$ cat src/hdl/force_pkg.sv
/* Localparams, particle id union, force vector, stream beat and force record types
   shared by the force accumulation stage */
`default_nettype none

package force_pkg;

	////////////////////////////////////////////////////////////
	// Widths and sizes
	////////////////////////////////////////////////////////////

	// Signed fixed point force component
	localparam int FORCE_W = 32;
	// Cell coordinate and slot fields of a particle id
	localparam int CELL_W = 2;
	localparam int SLOT_W = 4;
	localparam int PID_W = 3 * CELL_W + SLOT_W;
	localparam int CACHE_DEPTH = 1 << PID_W;
	// Saturating counter of finished records
	localparam int DONE_W = 16;

	// Clamp limits of one lane
	localparam logic signed [FORCE_W-1:0] FORCE_MAX = {1'b0, {(FORCE_W-1){1'b1}}};
	localparam logic signed [FORCE_W-1:0] FORCE_MIN = {1'b1, {(FORCE_W-1){1'b0}}};

	////////////////////////////////////////////////////////////
	// Host address map
	////////////////////////////////////////////////////////////

	localparam int AXIL_ADDR_W = 16;
	localparam int AXIL_DATA_W = 32;
	// Status and control word, above the force region
	localparam logic [AXIL_ADDR_W-1:0] STATUS_ADDR = 16'hC000;
	// Word select and particle id positions in a force address
	localparam int ADDR_WORD_LSB = 2;
	localparam int ADDR_PID_LSB = 4;
	// Words of one force entry
	localparam logic [1:0] WORD_FX = 2'd0;
	localparam logic [1:0] WORD_FY = 2'd1;
	localparam logic [1:0] WORD_FZ = 2'd2;
	localparam logic [1:0] WORD_STAT = 2'd3;
	localparam logic [1:0] RESP_OKAY = 2'b00;

	////////////////////////////////////////////////////////////
	// Types
	////////////////////////////////////////////////////////////

	// Cell coordinates and slot, cell_x in the top bits
	typedef struct packed {
		logic [CELL_W-1:0] cell_x;
		logic [CELL_W-1:0] cell_y;
		logic [CELL_W-1:0] cell_z;
		logic [SLOT_W-1:0] slot;
	} pid_fields_t;

	// Same id word seen flat or split into fields
	typedef union packed {
		logic [PID_W-1:0] raw;
		pid_fields_t fields;
	} particle_id_u;

	typedef struct packed {
		logic signed [FORCE_W-1:0] fx;
		logic signed [FORCE_W-1:0] fy;
		logic signed [FORCE_W-1:0] fz;
	} force_vec_t;

	// One beat of the partial force stream
	typedef struct packed {
		logic valid;
		logic last;
		particle_id_u pid;
		force_vec_t fvec;
	} partial_beat_t;

	// Finished force of one particle, ovf set if any axis clamped
	typedef struct packed {
		particle_id_u pid;
		force_vec_t fvec;
		logic ovf;
	} force_rec_t;

endpackage

`default_nettype wire

$ cat src/hdl/force_acc_lane.sv
/* One axis saturating fixed point accumulator with sticky overflow */
`timescale 1ns/1ps
`default_nettype none

module force_acc_lane
(
	input  logic clk,
	input  logic rst,
	input  logic start,
	input  logic add_en,
	input  logic signed [force_pkg::FORCE_W-1:0] addend,
	output logic signed [force_pkg::FORCE_W-1:0] sum,
	output logic ovf
);
	import force_pkg::*;

	// Starting point of this add, zero on a new group
	logic signed [FORCE_W-1:0] base;
	// Extra top bit exposes the carry past the sign
	logic signed [FORCE_W:0] wide;
	logic clamp_hi;
	logic clamp_lo;

	assign base = start ? '0 : sum;
	assign wide = {base[FORCE_W-1], base} + {addend[FORCE_W-1], addend};

	// Top two bits disagree only when the add left the 32-bit range
	assign clamp_hi = (wide[FORCE_W -: 2] == 2'b01);
	assign clamp_lo = (wide[FORCE_W -: 2] == 2'b10);

	// Running sum
	always_ff @(posedge clk)
	begin
		if (add_en)
		begin
			if (clamp_hi)
				sum <= FORCE_MAX;
			else if (clamp_lo)
				sum <= FORCE_MIN;
			else
				sum <= wide[FORCE_W-1:0];
		end
	end

	// Sticky flag, restarts with the sum
	always_ff @(posedge clk)
	begin
		if (rst)
			ovf <= 1'b0;
		else if (add_en)
			ovf <= (start ? 1'b0 : ovf) | clamp_hi | clamp_lo;
	end

endmodule

`default_nettype wire

$ cat src/hdl/partial_force_acc.sv
/* Groups stream beats by particle id and emits one finished force record
   per group through three saturating lanes */
`timescale 1ns/1ps
`default_nettype none

module partial_force_acc
(
	input  logic clk,
	input  logic rst,
	input  force_pkg::partial_beat_t in_beat,
	output force_pkg::force_rec_t acc_rec,
	output logic acc_rec_valid
);
	import force_pkg::*;

	// Open group
	logic grp_open;
	particle_id_u cur_pid;

	// Lane results
	logic signed [FORCE_W-1:0] sum_x;
	logic signed [FORCE_W-1:0] sum_y;
	logic signed [FORCE_W-1:0] sum_z;
	logic ovf_x;
	logic ovf_y;
	logic ovf_z;

	// Beat classification
	logic same_grp;
	logic close_old;
	logic close_last;

	// Record candidates
	force_rec_t lane_rec;
	force_rec_t beat_rec;

	// Output stage and one deep pending slot
	logic rec_live;
	force_rec_t rec_hold;
	logic pend_valid;
	force_rec_t pend_rec;

	assign same_grp = grp_open && (in_beat.pid.raw == cur_pid.raw);
	// Valid beat of another id ends the open group
	assign close_old = in_beat.valid && grp_open && !same_grp;
	assign close_last = in_beat.valid && in_beat.last;

	// Group currently held in the lanes
	assign lane_rec.pid = cur_pid;
	assign lane_rec.fvec.fx = sum_x;
	assign lane_rec.fvec.fy = sum_y;
	assign lane_rec.fvec.fz = sum_z;
	assign lane_rec.ovf = ovf_x | ovf_y | ovf_z;

	// A group of one beat is the beat itself, no clamp possible
	assign beat_rec.pid = in_beat.pid;
	assign beat_rec.fvec = in_beat.fvec;
	assign beat_rec.ovf = 1'b0;

	// After a last beat the lanes hold the group until the next valid beat
	assign acc_rec = rec_live ? lane_rec : rec_hold;

	////////////////////////////////////////////////////////////
	// Group state
	////////////////////////////////////////////////////////////

	always_ff @(posedge clk)
	begin
		if (rst)
			grp_open <= 1'b0;
		else if (in_beat.valid)
			grp_open <= !in_beat.last;
	end

	always_ff @(posedge clk)
	begin
		if (in_beat.valid)
			cur_pid <= in_beat.pid;
	end

	////////////////////////////////////////////////////////////
	// Record output
	////////////////////////////////////////////////////////////

	// Id change plus last closes two groups at once, second one slips a cycle
	always_ff @(posedge clk)
	begin
		if (rst)
		begin
			acc_rec_valid <= 1'b0;
			rec_live <= 1'b0;
			pend_valid <= 1'b0;
		end
		else
		begin
			rec_live <= 1'b0;
			if (pend_valid || close_old)
			begin
				acc_rec_valid <= 1'b1;
				pend_valid <= close_last;
			end
			else if (close_last)
			begin
				acc_rec_valid <= 1'b1;
				rec_live <= same_grp;
			end
			else
				acc_rec_valid <= 1'b0;
		end
	end

	always_ff @(posedge clk)
	begin
		if (pend_valid)
			rec_hold <= pend_rec;
		else if (close_old)
			rec_hold <= lane_rec;
		else if (close_last)
			rec_hold <= beat_rec;
		if (close_last)
			pend_rec <= beat_rec;
	end

	// Lanes restart with the new beat on an id change
	force_acc_lane lane_x (
		.clk(clk), .rst(rst), .start(!same_grp), .add_en(in_beat.valid),
		.addend(in_beat.fvec.fx), .sum(sum_x), .ovf(ovf_x)
	);

	force_acc_lane lane_y (
		.clk(clk), .rst(rst), .start(!same_grp), .add_en(in_beat.valid),
		.addend(in_beat.fvec.fy), .sum(sum_y), .ovf(ovf_y)
	);

	force_acc_lane lane_z (
		.clk(clk), .rst(rst), .start(!same_grp), .add_en(in_beat.valid),
		.addend(in_beat.fvec.fz), .sum(sum_z), .ovf(ovf_z)
	);

endmodule

`default_nettype wire

$ cat config.mk
export PLATFORM = sky130hd
export DESIGN_NAME = partial_force_acc
export DESIGN_NICKNAME = d
export VERILOG_FILES = /design/src/hdl/force_pkg.sv /design/src/hdl/force_acc_lane.sv /design/src/hdl/partial_force_acc.sv
export SDC_FILE = /design/constraint.sdc
export NUM_CORES = 1
export LEC_CHECK = 0
export BUFFER_PORTS_ARGS = -buffer_cell sky130_fd_sc_hd__buf_2
export CORE_AREA = 2 2 212 214
export CTS_BUF_LIST = sky130_fd_sc_hd__clkbuf_4 sky130_fd_sc_hd__clkbuf_8
export CTS_CLUSTER_DIAMETER = 60
export DETAILED_ROUTE_END_ITERATION = 8
export DIE_AREA = 0 0 214 216
export HOLD_SLACK_MARGIN = 0.03
export PLACE_DENSITY_LB_ADDON = 0.05
export SYNTH_ARGS = -nofsm -noshare
export SYNTH_HDL_FRONTEND = slang
export SYNTH_SLANG_ARGS = --single-unit
$ cat constraint.sdc
create_clock -name clk -period 8 [get_ports clk]
set_input_delay 0 -clock clk [delete_from_list [all_inputs] [get_ports clk]]
set_output_delay 0 -clock clk [all_outputs]
set_load 0.02 [all_outputs]
* Word-level counts from Yosys, hierarchy flattened
Cells that the tools add are included.
** Storage, ports and cells
- Bits in registers :: 326
- Input port bits :: 110
- Output and inout bits :: 108
** Cells by class
- Add/sub/neg operators :: 3
- Eq/ne operators :: 7
- Muxes and demuxes :: 15
- Bitwise operators :: 9
- Reductions and logical operators :: 9
** Operators with widths (count)
- $mux W107 :: 4
- $mux W32 :: 6
- $add A32 B32 Y33 :: 3
- $eq A10 B10 Y1 :: 1
- $or A1 B1 Y1 :: 8
- $eq A2 B1 Y1 const B :: 3
- $eq A2 B2 Y1 const B :: 3
- $mux W1 :: 5
- $logic_and A1 B1 Y1 :: 4
- $reduce_bool A3 Y1 :: 1
- $reduce_or A3 Y1 :: 1
- $logic_not A1 Y1 :: 2
- $logic_or A1 B1 Y1 :: 1
- $not A1 Y1 :: 1

* Depth between registers and ports, before layout
Gate-level depths: netlist of run 1.
- Depth after elaboration :: 7
- Depth in mapped cells :: 18
- Depth with buffers taken out :: 15

* Cells and area by module
Synthesis of run 1 repeated with hierarchy kept, for this count alone.
** Unflattened totals
- Cell total of the unflattened synthesis :: 1731
- Area, all modules :: 20651.1 um^2
** By module, submodules not included
- partial_force_acc :: times used 1, cells an instance 621, area each 10726.5 um^2, seq. area each 6776.5 um^2
- force_acc_lane at lane_y ... :: times used 2, cells an instance 361, area each 3244.4 um^2, seq. area each 980.9 um^2
- force_acc_lane at lane_x :: times used 1, cells an instance 388, area each 3435.8 um^2, seq. area each 980.9 um^2

* Worst setup path before layout of run 1
OpenSTA, ideal clock, no wires.
- Kind :: register to register
- Start :: register cur_pid[5] (netlist name)
- End :: register rec_hold[0] (netlist name) (enable)
- Data arrival time :: 3.520 ns
- Data required time :: 7.025 ns
- Path slack :: 3.505 ns
- Cell stages (with the launch flop) :: 8
- Buffers on the path :: 1
- Cells stage by stage :: edfxtp_1 xnor2_1 nand4_1 nor3_2 nor2b_1 a21oi_2 clkbuf_1 nand2_1
** On the way
- Cells in the longest elaborated chain, start to end :: 5
** RTL lines
- start: declaration :: line partial_force_acc.sv:18 : particle_id_u cur_pid;
- start signal: assignment :: line partial_force_acc.sv:78 : cur_pid <= in_beat.pid;
- $eq A10 B10 Y1 :: line partial_force_acc.sv:43 : assign same_grp = grp_open && (in_beat.pid.raw == cur_pid.raw);
- $logic_and A1 B1 Y1 :: line partial_force_acc.sv:43
- $logic_not A1 Y1
- $logic_and A1 B1 Y1 :: line partial_force_acc.sv:45 : assign close_old = in_beat.valid && grp_open && !same_grp;
- $reduce_bool A3 Y1 (no source line)
- end signal: assignment :: line partial_force_acc.sv:115 : rec_hold <= pend_rec;
- end signal: assignment :: line partial_force_acc.sv:117 : rec_hold <= lane_rec;
- end signal: assignment :: line partial_force_acc.sv:119 : rec_hold <= beat_rec;
- end: declaration :: line partial_force_acc.sv:39 : force_rec_t rec_hold;
Every way passes these cells.
A chain may end at the register's enable or synchronous reset.

* Final worst setup path of run 1
- Start :: register cur_pid[1] (netlist name)
- End :: register lane_x.sum[7] (netlist name) (data pin)
** On the way
- Cells in the longest elaborated chain, start to end :: 6
- Elaborated cells between the ends (all ways) :: 7
- Classes of those cells :: add/sub (1); eq/ne (3); mux (2); reduce/logical (1)
** RTL lines
- $eq A10 B10 Y1 (*) :: line partial_force_acc.sv:43
- $logic_and A1 B1 Y1 (*) :: line partial_force_acc.sv:43
- $mux W32 (*) :: line force_acc_lane.sv:24 : assign base = start ? '0 : sum;
- $add A32 B32 Y33 (*) :: line force_acc_lane.sv:25 : assign wide = {base[FORCE_W-1], base} + {addend[FORCE_W-1], addend};
- $eq A2 B2 Y1 :: line force_acc_lane.sv:29 : assign clamp_lo = (wide[FORCE_W -: 2] == 2'b10);
- $mux W32 :: line force_acc_lane.sv:38 : else if (clamp_lo)
- end signal: assignment :: line force_acc_lane.sv:41 : sum <= wide[FORCE_W-1:0];
- end: declaration :: line force_acc_lane.sv:12 : output logic signed [force_pkg::FORCE_W-1:0] sum,
Mark *: on every way between the ends. The rest lies on a longest branch, timed or not.

==> results of run 1 <==
==> worst max-delay path, delay by kind of cell, from the launching register on <==
kind | cells | cell delay, ps
and+or+nand+nor | 6 | 1620
muxes | 1 | 310
xor gates and xnor gates | 1 | 160
AOI/OAI and AO/OA | 5 | 1100
adders and majority gates | 2 | 680
buffers and inverters | 1 | 230
DFF | 1 | 420
==> what timing repair did <==
item	in CTS	in global routing
hold buffers	110	0
endpoints found under the setup margin	0	0
endpoints found under the hold margin	318	0
gates resized for setup	0	0
==> power breakdown <==
part           internal (mW)  switching, mW  total, mW  leakage (nW)
clock                  0.880          0.705       1.59         0.609
sequential              2.04         0.0651       2.11          3.12
combinational          0.210          0.320      0.530          5.44
total                   3.13           1.09       4.22          9.17
==> cell usage after synthesis (7+ instances only) <==
cell type	instances	share of area
a21o_1	22	0.0085
dfxtp_1	7	0.0072
nand2_1	79	0.015
o21bai_1	13	0.0050
edfxtp_1	319	0.49
xor2_1	36	0.016
o21ai_1	19	0.0049
xnor2_1	56	0.025
buf_2	11	0.0028
buf_1	8	0.0015
inv_1	137	0.026
a222oi_1	106	0.054
nand4_1	15	0.0048
nand3_1	23	0.0059
and3_1	7	0.0022
a31oi_1	9	0.0029
and2_1	105	0.034
o21ai_0	71	0.018
ha_1	96	0.062
a211oi_1	10	0.0038
mux2_2	106	0.061
o21a_1	8	0.0031
o21ai_2	12	0.0054
nor2_1	39	0.0075
nor3_1	23	0.0059
a21oi_1	150	0.038
clkbuf_1	52	0.010
buf_4	12	0.0046
o211ai_1	10	0.0038
nor2b_1	7	0.0022
nand2b_1	9	0.0029
==> area by class of cell <==
cell class / instances / share of cell area
inverter: 137 / 0.0222
timing repair buffer: 337 / 0.0973
multi-input combinational: 1145 / 0.381
clock buffer: 80 / 0.0419
antenna: 2 / 0.000215
clock inverter: 19 / 0.00742
sequential: 326 / 0.418
tap: 592 / 0.0318
==> registers in the layout, summed over array words and instances, names as in the netlist <==
signal and count:
rec_hold 107, pend_rec 106, lane_x.sum 32, lane_y.sum 32, lane_z.sum 32, cur_pid 10, acc_rec_valid 1, grp_open 1
lane_x.ovf 1, lane_y.ovf 1, lane_z.ovf 1, pend_valid 1, rec_live 1
==> cells in the final DEF, fill, tap and decap left out, types with 10 or more instances in the layout <==
cell           instances
buf_2                216
a21oi_1              150
o211ai_1              10
dlygate4sd3_1        110
ha_1                  96
o21bai_1              13
xnor2_1               56
o21ai_0               71
nand3_1               23
xor2_1                36
inv_1                136
nor2_1                38
nor3_1                23
o21ai_1               19
a222oi_1             106
and2_1               105
nand2_1               78
mux2_2               106
buf_4                 11
clkbuf_4              20
o21ai_2               12
nand4_1               15
a21o_1                22
edfxtp_1             319
clkbuf_8              60
a211oi_1              10
==> kinds of logic (layout without fill, tap and decap cells) <==
group	Yosys count	in the layout	synth area share
AO/OA/AOI/OAI	500	500	0.185
AND/OR/NAND/NOR	337	337	0.0938
flip-flops	326	326	0.498
buffers and inverters	228	573	0.0493
multiplexers	108	108	0.0624
adder cells (fa/ha/maj)	105	105	0.0677
XOR/XNOR	95	95	0.0444
other	0	2	0
==> stage by stage <==
| step | hold slack (ps) | power [mW] | worst slack (ps) | instance area, um^2 |
|---|---|---|---|---|
| after CTS | 42.3 | 4.28 | 3090 | 23300 |
| after floorplan | 69.1 | 2.43 | 3500 | 19500 |
| after detailed placement | 221 | 2.63 | 3100 | 21000 |
| after global placement | 220 | 2.62 | 3160 | 21000 |
| after global routing | 80.7 | 4.40 | 2720 | 23300 |
| final | 106 | 4.22 | 3140 | 23300 |
==> metal layers <==
| metal | global-route usage | share of wire |
|---|---|---|
| met5 | 0 | 0 |
| met4 | 0.0732 | 0.022 |
| met3 | 0.0337 | 0.053 |
| met2 | 0.375 | 0.47 |
| met1 | 0.303 | 0.45 |
==> final timing paths <==
path | start | endpoint | slack, ps
max | cur_pid[1] | lane_x.sum[7] | 3140
min | in_beat[25] | pend_rec[26] | 110
max reg2reg | cur_pid[1] | lane_x.sum[7] | 3140
min reg2reg | lane_y.ovf | lane_y.ovf | 460
==> flow_metrics.py, run 1 <==
metrics = {
    "outcome": {
        "status": "finished with violations",
        "violations": "DRC",
    },
    "clock_tree": {
        "post_cts_buffers": 0,
        "clk_latency_ps": 660,
        "cts_buffers": 56,
        "cts_tree": "done",
        "cts_sinks": 326,
        "clockBufferDepth": 3,
        "clk_pin_slew_ps": 60,
        "cts_max_level": 2,
        "cts-root-buf": "clkbuf_8",
    },
    "sta": {
        "finalHoldViolCount": 0,
        "max_slew.worst_pin.slew_ps": 1140,
        "slew_violations": 0,
        "fmax_mhz": 206,
        "tns_ps": 0,
        "grt_setup_unrepaired": "false",
        "setup_viol": 0,
        "fin_crit_sh": 0.608,
        "fin_skew_ps": 19.1,
        "period_needed_ps": 4860,
        "slew_headroom": 0.236,
    },
    "die": {
        "ioPinCount": 218,
        "die_h_um": 216,
        "die_area_um2": 46200,
        "start_util": 0.445,
        "rows": 77,
        "die_x_um": 214,
        "fp.coreArea_um2": 43800,
    },
    "setup_path": {
        "slowest_stage": "nand2_1",
        "crit_type": "reg2reg",
        "cp-end-kind": "flip-flop",
        "critPathMaxFanout": 32,
        "arrival_ps": 5200,
        "required_ps": 8340,
        "cp_cell_sequence": "xnor2_1 > nand4_1 > nor3_4 > buf_4 > and2_1 > ha_1 > fa_1 > a21oi_1 > o211ai_1 > nand3_1 > and4b_1 > o21ai_1 > a2111o_1 > mux2_4 > nand2_1 > o21ai_0",
        "reg2reg_depth": 16,
        "critPathMaxStageDelay_ps": 850,
        "start_kind": "flip-flop",
    },
    "logic_synthesis": {
        "synth-seq-cells": 326,
        "yosysWarnings": 0,
        "syn_nets": 1908,
        "syn_inst": 1699,
        "ys_seq_area_frac": 0.498,
        "synth_edf_count": 319,
        "netlist_area_um2": 19500,
        "synth_cell_types": 88,
        "avgSynthCellArea_um2": 11.5,
        "yosys_most_used_dff": "edfxtp_1",
        "synth_async_sr_flop_share": 0,
    },
    "routing": {
        "num_vias": 15026,
        "avgViaCountPerCell": 5.70,
        "remaining_drc_errors": 10,
        "wire_per_inst_um": 20.0,
        "routed_wl_mm": 52.9,
        "dr.pass1.iters": 9,
        "drt_iter0_markers": 1521,
        "postRouteAntennaNets": 0,
    },
    "layout": {
        "fillCellCount": 3869,
        "final_util": 0.531,
        "syn_to_final_growth_pct": 19.2,
        "drive_gt1_frac": 0.235,
        "seq_area_um2": 9730,
        "multi_input_comb_area_um2": 8870,
        "nets": 2212,
        "stdcell_count": 2638,
    },
    "place": {
        "dp.cells": 2427,
        "numPortBuffers": 217,
        "dpl.hpwl_mm": 34.2,
        "place_congestion": 0.848,
    },
    "global_route": {
        "grt_pass1_wl_mm": 84.3,
        "overflow": 0,
        "grt_start_max_net_pins": 73,
        "grt_pass1_vias": 15128,
        "grt.total_usage": 0.226,
        "antenna_found_initial": 2,
    },
    "power_and_ir_drop": {
        "peakVddDrop_v": 0.000126,
        "p_leak_nw": 9.17,
        "p_per_area_nw_per_um2": 181,
    },
    "min_path": {
        "hold_class": "in2reg",
        "hold_depth": 2,
    },
    "flow_run": {
        "drv_cap": 0,
    },
}
Note: power is estimated with default switching activity, not from simulation.
==> run 2: changes to the inputs <==
--- a/config.mk
+++ b/config.mk
@@ -5,12 +5,13 @@
 export SDC_FILE = /design/constraint.sdc
 export NUM_CORES = 1
 export LEC_CHECK = 0
+export ABC_AREA = 1
 export BUFFER_PORTS_ARGS = -buffer_cell sky130_fd_sc_hd__buf_2
-export CORE_AREA = 2 2 212 214
+export CORE_AREA = 2 2 217 219
 export CTS_BUF_LIST = sky130_fd_sc_hd__clkbuf_4 sky130_fd_sc_hd__clkbuf_8
 export CTS_CLUSTER_DIAMETER = 60
 export DETAILED_ROUTE_END_ITERATION = 8
-export DIE_AREA = 0 0 214 216
+export DIE_AREA = 0 0 219 221
 export HOLD_SLACK_MARGIN = 0.03
 export PLACE_DENSITY_LB_ADDON = 0.05
 export SYNTH_ARGS = -nofsm -noshare
==> constraint.sdc (replaced) <==
create_clock -name clk -period 4.2 [get_ports clk]
set_input_delay 0 -clock clk [delete_from_list [all_inputs] [get_ports clk]]
set_output_delay 0 -clock clk [all_outputs]
set_load 0.02 [all_outputs]
==> run 2 against run 1 <==
The run now ends clean. Sequential share of layout area decreased by 2.7 points. First-iteration DRC count is 24% lower. Worst hold slack worse by 22 ps. Design area grew 7.0%. Worst setup slack lost 2800 ps. Cell count grew 36%. Wire length is 19% higher. Sequential power is 89% higher. Area after synthesis grew 5.2%. Register-to-register slack got worse by 2800 ps. Critical path depth is 2 higher. Synthesized cell count is 52% higher.
==> flow_metrics.py, run 2 <==
metrics = {
    "power_and_ir_drop": {
        "p_total_mw": 8.27,
        "combPwrFrac": 0.135,
        "p_sw_frac": 0.271,
        "peakVddDrop_v": 0.000403,
        "p_leak_nw": 11.8,
        "seq_power_share": 0.482,
        "p_per_area_nw_per_um2": 332,
        "intPower_mw": 6.02,
        "p_sw_mw": 2.24,
        "clock_power_share": 0.383,
    },
    "min_path": {
        "hold_class": "in2reg",
    },
    "routing": {
        "avgViaCountPerCell": 5.08,
        "routed_wl_mm": 62.7,
        "postRouteAntennaNets": 0,
        "dr.pass1.iters": 5,
        "num_vias": 18279,
        "drt_iter0_markers": 1157,
        "wl_met3_mm": 3.41,
        "wire_per_inst_um": 17.4,
        "maxUsedRoutingLayer": "met5",
        "met1_length_mm": 28.8,
        "wl_met2_mm": 28.7,
        "remaining_drc_errors": 0,
    },
    "clock_tree": {
        "cts-root-buf": "clkbuf_8",
        "clockBufferDepth": 3,
        "cts_max_level": 2,
        "clk_pin_slew_ps": 60,
        "cts_sinks": 326,
        "cts_buffers": 59,
        "clk_latency_ps": 670,
        "cts_tree": "done",
    },
    "logic_synthesis": {
        "netlist_area_um2": 20500,
        "yosys_most_used_dff": "edfxtp_1",
        "synth_largest_area_cell": "edfxtp_1",
        "avgSynthCellArea_um2": 7.94,
        "ys_seq_area_frac": 0.473,
        "ys_top_cells_by_area": "edfxtp_1 (47%), nand2_1 (16%), ha_1 (5.8%)",
        "yosys.cell_count.top_type": "nand2_1",
        "synth_commonest_cells": "nand2_1 (855), nor2_1 (320), edfxtp_1 (319)",
        "syn_inst": 2586,
        "synth_edf_count": 319,
        "syn_nets": 2795,
        "synth-seq-cells": 326,
        "synth_top_area_frac": 0.466,
        "synth_async_sr_flop_share": 0,
        "synth_cell_types": 36,
        "yosysWarnings": 0,
    },
    "layout": {
        "fillCellCount": 4474,
        "drive_gt1_frac": 0.132,
        "largest_reg_flops": 107,
        "nets": 3151,
        "final_util": 0.540,
        "largest_register": "rec_hold",
        "final_cell_mix": "nand2_1 (853), nor2_1 (320), edfxtp_1 (319), inv_1 (259), buf_2 (216)",
        "top_regs": "rec_hold: 107 flops, pend_rec: 106 flops",
        "layout_commonest_cell": "nand2_1",
        "syn_to_final_growth_pct": 21.2,
    },
    "setup_path": {
        "ff2ff_setup_slack_ps": 310,
        "start_kind": "flip-flop",
        "required_ps": 4590,
        "critPathMaxFanout": 39,
        "critPathBufInv": 2,
        "slowest_stage": "o21bai_1",
        "critPathMaxStageDelay_ps": 410,
        "crit_family": "simple AND/OR/NAND/NOR gates",
        "crit_type": "reg2reg",
        "cp-end-kind": "flip-flop",
        "cp_cell_sequence": "inv_1 > nor2_1 > nor3_2 > nand4_1 > nor2_4 > nand2_8 > buf_12 > nor2_1 > ha_1 > fa_1 > nand2_1 > nand2_1 > nand2_1 > o21bai_1 > a21oi_1 > o21bai_1 > xnor2_1 > o21ai_0",
        "cp_common_cell": "nand2_1",
        "arrival_ps": 4280,
    },
    "sta": {
        "finalHoldViolCount": 0,
        "fin_crit_sh": 0.927,
        "tns_ps": 0,
        "slew_violations": 0,
        "period_needed_ps": 3890,
        "fmax_mhz": 257,
        "max_slew.worst_pin.slew_ps": 942,
        "fin_skew_ps": 17.3,
        "setup_viol": 0,
        "slew_headroom": 0.372,
    },
    "place": {
        "dpl.hpwl_mm": 44.5,
        "numPortBuffers": 217,
        "place_congestion": 0.914,
    },
    "die": {
        "die_h_um": 221,
        "fp.coreArea_um2": 46100,
        "rows": 79,
        "die_x_um": 219,
        "ioPinCount": 218,
        "start_util": 0.446,
        "die_area_um2": 48400,
    },
    "global_route": {
        "grt_pass1_wl_mm": 98.2,
        "grt_pass1_vias": 18362,
        "overflow": 0,
        "antenna_found_initial": 2,
        "grt_start_max_net_pins": 83,
        "grt.total_usage": 0.258,
    },
    "flow_run": {
        "drv_cap": 0,
    },
    "outcome": {
        "status": "completed",
    },
}
[run 2: cell count changes after synthesis, moves of 16 or more]
cell and delta:
nand2_1 +776, nor2_1 +281, nand3_1 +161, inv_1 +123, a222oi_1 -106, and2_1 -105, mux2_2 -99, a21oi_1 +42
o21bai_1 +24, o21ai_1 -18, nand2_2 +17, xnor2_1 -16
[run 2: path summary, 6_finish.rpt]
check / start / endpoint / cells after the start
setup / recovery: cur_pid[0] / lane_y.sum[18] / 18
hold / removal: in_beat[50] / pend_rec[51] / 2
setup reg to reg: cur_pid[0] / lane_y.sum[18] / 18
hold reg to reg: pend_rec[77] / rec_hold[77] / 2
[run 2: stage by stage]
step / worst slack (ps) / hold slack [ps] / instances / instance area, um^2
detailed placement: 260 / 213 / 3359 / 22300
floorplan: 28.5 / 78.7 / 2586 / 20500
global placement: 331 / 207 / 3359 / 22300
global route: -54.9 / 50.5 / 3596 / 24900
CTS: 242 / 30.7 / 3592 / 24800
finish: 309 / 83.9 / 3596 / 24900
[run 2: layout make-up]
type / count / area [um^2] / area share
Clock buffer: 78 / 973 / 0.0391
Inverter: 262 / 988 / 0.0397
Clock inverter: 29 / 239 / 0.00960
Tap cell: 607 / 759 / 0.0305
Timing Repair Buffer: 381 / 2740 / 0.110
Sequential cell: 326 / 9730 / 0.391
Multi-Input combinational cell: 1912 / 9470 / 0.380
Antenna cell: 1 / 2.50 / 0.000101
[run 2: per-layer routing]
layer | global-route usage | up-vias
met5 | 0 | -
li1 | - | 9182
met2 | 0.419 | 491
met1 | 0.351 | 8491
met3 | 0.0423 | 113
met4 | 0.0820 | 2
[run 2: cell families (layout without fill, tap and decap cells)]
family	Yosys count	count (layout)	share of synthesized area
buffers and inverters	348	750	0.0687
AND/OR/NAND/NOR	1417	1417	0.278
multiplexers	7	7	0.00384
flip-flops	326	326	0.473
adder cells (fa/ha/maj)	99	99	0.0614
other	0	1	0
AO/OA/AOI/OAI	318	318	0.0851
XOR/XNOR	71	71	0.0303
[run 2: power by group through the flow]
stage               Clock [mW]  Sequential [mW]  Combinational, mW
floorplan                    0             4.03              0.627
global placement             0             4.05               1.01
detailed placement           0             4.05               1.02
CTS                       3.27             3.99               1.12
global route              3.38             4.01               1.24
finish                    3.16             3.99               1.11
[run 2: repair_timing]
action,4_1_cts,5_1_grt
hold endpoints to repair,320,0
setup buffers,0,2
hold buffers,126,0
resized for setup,0,10
setup endpoints to repair,0,54
==> run 3: changes to the inputs <==
--- a/config.mk
+++ b/config.mk
@@ -8,7 +8,6 @@
 export ABC_AREA = 1
 export BUFFER_PORTS_ARGS = -buffer_cell sky130_fd_sc_hd__buf_2
 export CORE_AREA = 2 2 217 219
-export CTS_BUF_LIST = sky130_fd_sc_hd__clkbuf_4 sky130_fd_sc_hd__clkbuf_8
 export CTS_CLUSTER_DIAMETER = 60
 export DETAILED_ROUTE_END_ITERATION = 8
 export DIE_AREA = 0 0 219 221
==> run 3 against run 2 <==
Clock power grew 6.3%. Worst hold slack better by 110 ps. Cell count decreased by 1.4%. Power grew 2.2%. Register-to-register slack is essentially flat. Design area decreased by 0.51%. Non-clock buffer count down 16. Worst setup slack improved by 13 ps. Via count fell by 0.77%. Sequential power is essentially flat. Fmax up 0.35%. Critical path type unchanged. Critical endpoint unchanged.
==> flow_metrics.py, run 3 (synthesis results as in run 2) <==
metrics = {
    "layout": {
        "final_cell_mix": "nand2_1 (853), nor2_1 (320), edfxtp_1 (319), inv_1 (259), buf_2 (216)",
        "seq_area_um2": 9730,
        "syn_to_final_growth_pct": 20.5,
        "largest_reg_flops": 107,
        "nets": 3115,
        "top_regs": "rec_hold: 107 flops, pend_rec: 106 flops",
        "layout_commonest_cell": "nand2_1",
        "multi_input_comb_area_um2": 9470,
        "largest_register": "rec_hold",
        "fillCellCount": 4482,
        "stdcell_count": 3544,
        "drive_gt1_frac": 0.120,
    },
    "setup_path": {
        "required_ps": 4480,
        "reg2reg_depth": 18,
        "reg2reg_from": "cur_pid[0]",
        "crit_start": "cur_pid[0]",
        "arrival_ps": 4160,
        "start_kind": "flip-flop",
        "cp-end-kind": "flip-flop",
        "critPathMaxFanout": 39,
        "crit_end": "lane_y.sum[18]",
        "crit_type": "reg2reg",
        "worstReg2RegEnd": "lane_y.sum[18]",
        "ff2ff_setup_slack_ps": 320,
    },
    "flow_run": {
        "drv_cap": 0,
    },
    "global_route": {
        "grt_start_max_net_pins": 83,
        "grt_pass1_wl_mm": 97.6,
        "grt.total_usage": 0.257,
        "grt_pass1_vias": 18029,
        "overflow": 0,
        "antenna_found_initial": 2,
    },
    "sta": {
        "holdWs_ps": 192,
        "fin_crit_sh": 0.923,
        "fmax_mhz": 258,
        "slew_violations": 0,
        "slew_headroom": 0.376,
        "setup_ws_ps": 322,
        "finalHoldViolCount": 0,
        "period_needed_ps": 3880,
        "fin_skew_ps": 11.5,
        "max_slew.worst_pin.slew_ps": 935,
        "setup_viol": 0,
    },
    "clock_tree": {
        "clockBufferDepth": 3,
        "cts_max_level": 2,
        "cts_sinks": 326,
        "cts_tree": "done",
        "clk_latency_ps": 560,
        "cts-root-buf": "clkbuf_16",
        "cts_buffers": 39,
        "clk_pin_slew_ps": 60,
    },
    "die": {
        "fp.coreArea_um2": 46100,
        "start_util": 0.446,
        "ioPinCount": 218,
        "die_x_um": 219,
        "die_h_um": 221,
        "die_area_um2": 48400,
        "rows": 79,
    },
    "routing": {
        "remaining_drc_errors": 0,
        "routed_wl_mm": 62.2,
        "dr.pass1.iters": 5,
        "avgViaCountPerCell": 5.12,
        "drt_iter0_markers": 1077,
        "num_vias": 18139,
        "postRouteAntennaNets": 0,
        "wire_per_inst_um": 17.5,
    },
    "outcome": {
        "status": "completed",
    },
    "place": {
        "numPortBuffers": 217,
        "place_congestion": 0.914,
        "dp.cells": 3359,
        "dp_slack_ps": 260,
        "dpl.hpwl_mm": 44.5,
    },
    "power_and_ir_drop": {
        "peakVddDrop_v": 0.000309,
        "p_per_area_nw_per_um2": 341,
        "p_leak_nw": 11.7,
    },
    "min_path": {
        "hold_class": "in2reg",
    },
}
## run 3: cell count changes in the layout (fill, tap and decap cells not counted)
cell / before / now
clkbuf_16: 1 / 42
clkinvlp_4: 3 / 2
bufinv_16: 4 / 3
dlygate4sd3_1: 126 / 110
buf_4: 30 / 31
clkinv_1: 11 / 7
clkbuf_8: 62 / 1
clkbuf_1: 0 / 9
clkbuf_4: 16 / 0
buf_6: 2 / 1
inv_6: 0 / 1
clkinv_2: 11 / 7
## run 3: power by group
group / switching (mW) / internal, mW / leakage [nW] / total [mW]
Combinational: 0.726 / 0.376 / 7.97 / 1.10
Sequential: 0.0977 / 3.89 / 3.12 / 3.99
Clock: 1.38 / 1.98 / 0.609 / 3.36
## run 3: stage by stage
step	util	cell area [um^2]	TNS (ps)	total power, mW
floorplan	-	20500	0	4.66
CTS	0.536	24700	0	8.56
finish	0.538	24800	0	8.45
detailed placement	0.485	22300	0	5.07
global route	0.538	24800	-179	8.81
global placement	0.485	22300	0	5.06
## run 3: critical path, cell delays in order, from the launching register on
cell and delay [ps]:
edfxtp_1 380, inv_1 100, nor2_1 50, nor3_2 160
nand4_1 250, nor2_4 280, nand2_8 160, buf_12 230
nor2_1 110, ha_1 210, fa_1 200, nand2_1 80
nand2_1 90, nand2_1 80, o21bai_1 410, a21oi_1 290
o21bai_1 250, xnor2_1 130, o21ai_0 120
## run 3: per-layer routing
| layer | vias up | wire, um | GRT usage |
|---|---|---|---|
| li1 | 9116 | - | - |
| met1 | 8486 | 28300 | 0.351 |
| met2 | 439 | 28800 | 0.417 |
| met3 | 96 | 3380 | 0.0429 |
| met4 | 2 | 1680 | 0.0763 |
| met5 | - | 7 | 0 |
## run 3: how the worst min path moves through the flow
stage | from | slack (ps) | endpoint | depth (start not counted)
2_1_floorplan | rst | 80 | rec_live | 1
3_3_place_gp | in_beat[99] | 210 | pend_rec[100] | 1
3_5_place_dp | in_beat[99] | 210 | cur_pid[3] | 1
4_1_cts | in_beat[8] | 150 | pend_rec[9] | 2
5_1_grt | in_beat[52] | 170 | pend_rec[53] | 2
6_report | in_beat[9] | 190 | pend_rec[10] | 2
## run 3: final cells by class
class | count | share of cell area
antenna | 1 | 0.000101
clock buffer | 51 | 0.0433
clock inverter | 20 | 0.00707
inverter | 262 | 0.0399
multi-input combinational | 1912 | 0.382
sequential | 326 | 0.393
tap | 607 | 0.0307
timing repair buffer | 365 | 0.104
## run 3: timing repair
action	4_1_cts	5_1_grt
setup buffers	0	2
gates resized for setup	0	9
endpoints found under the hold margin	240	0
hold buffers	110	0
setup endpoints to repair	0	45
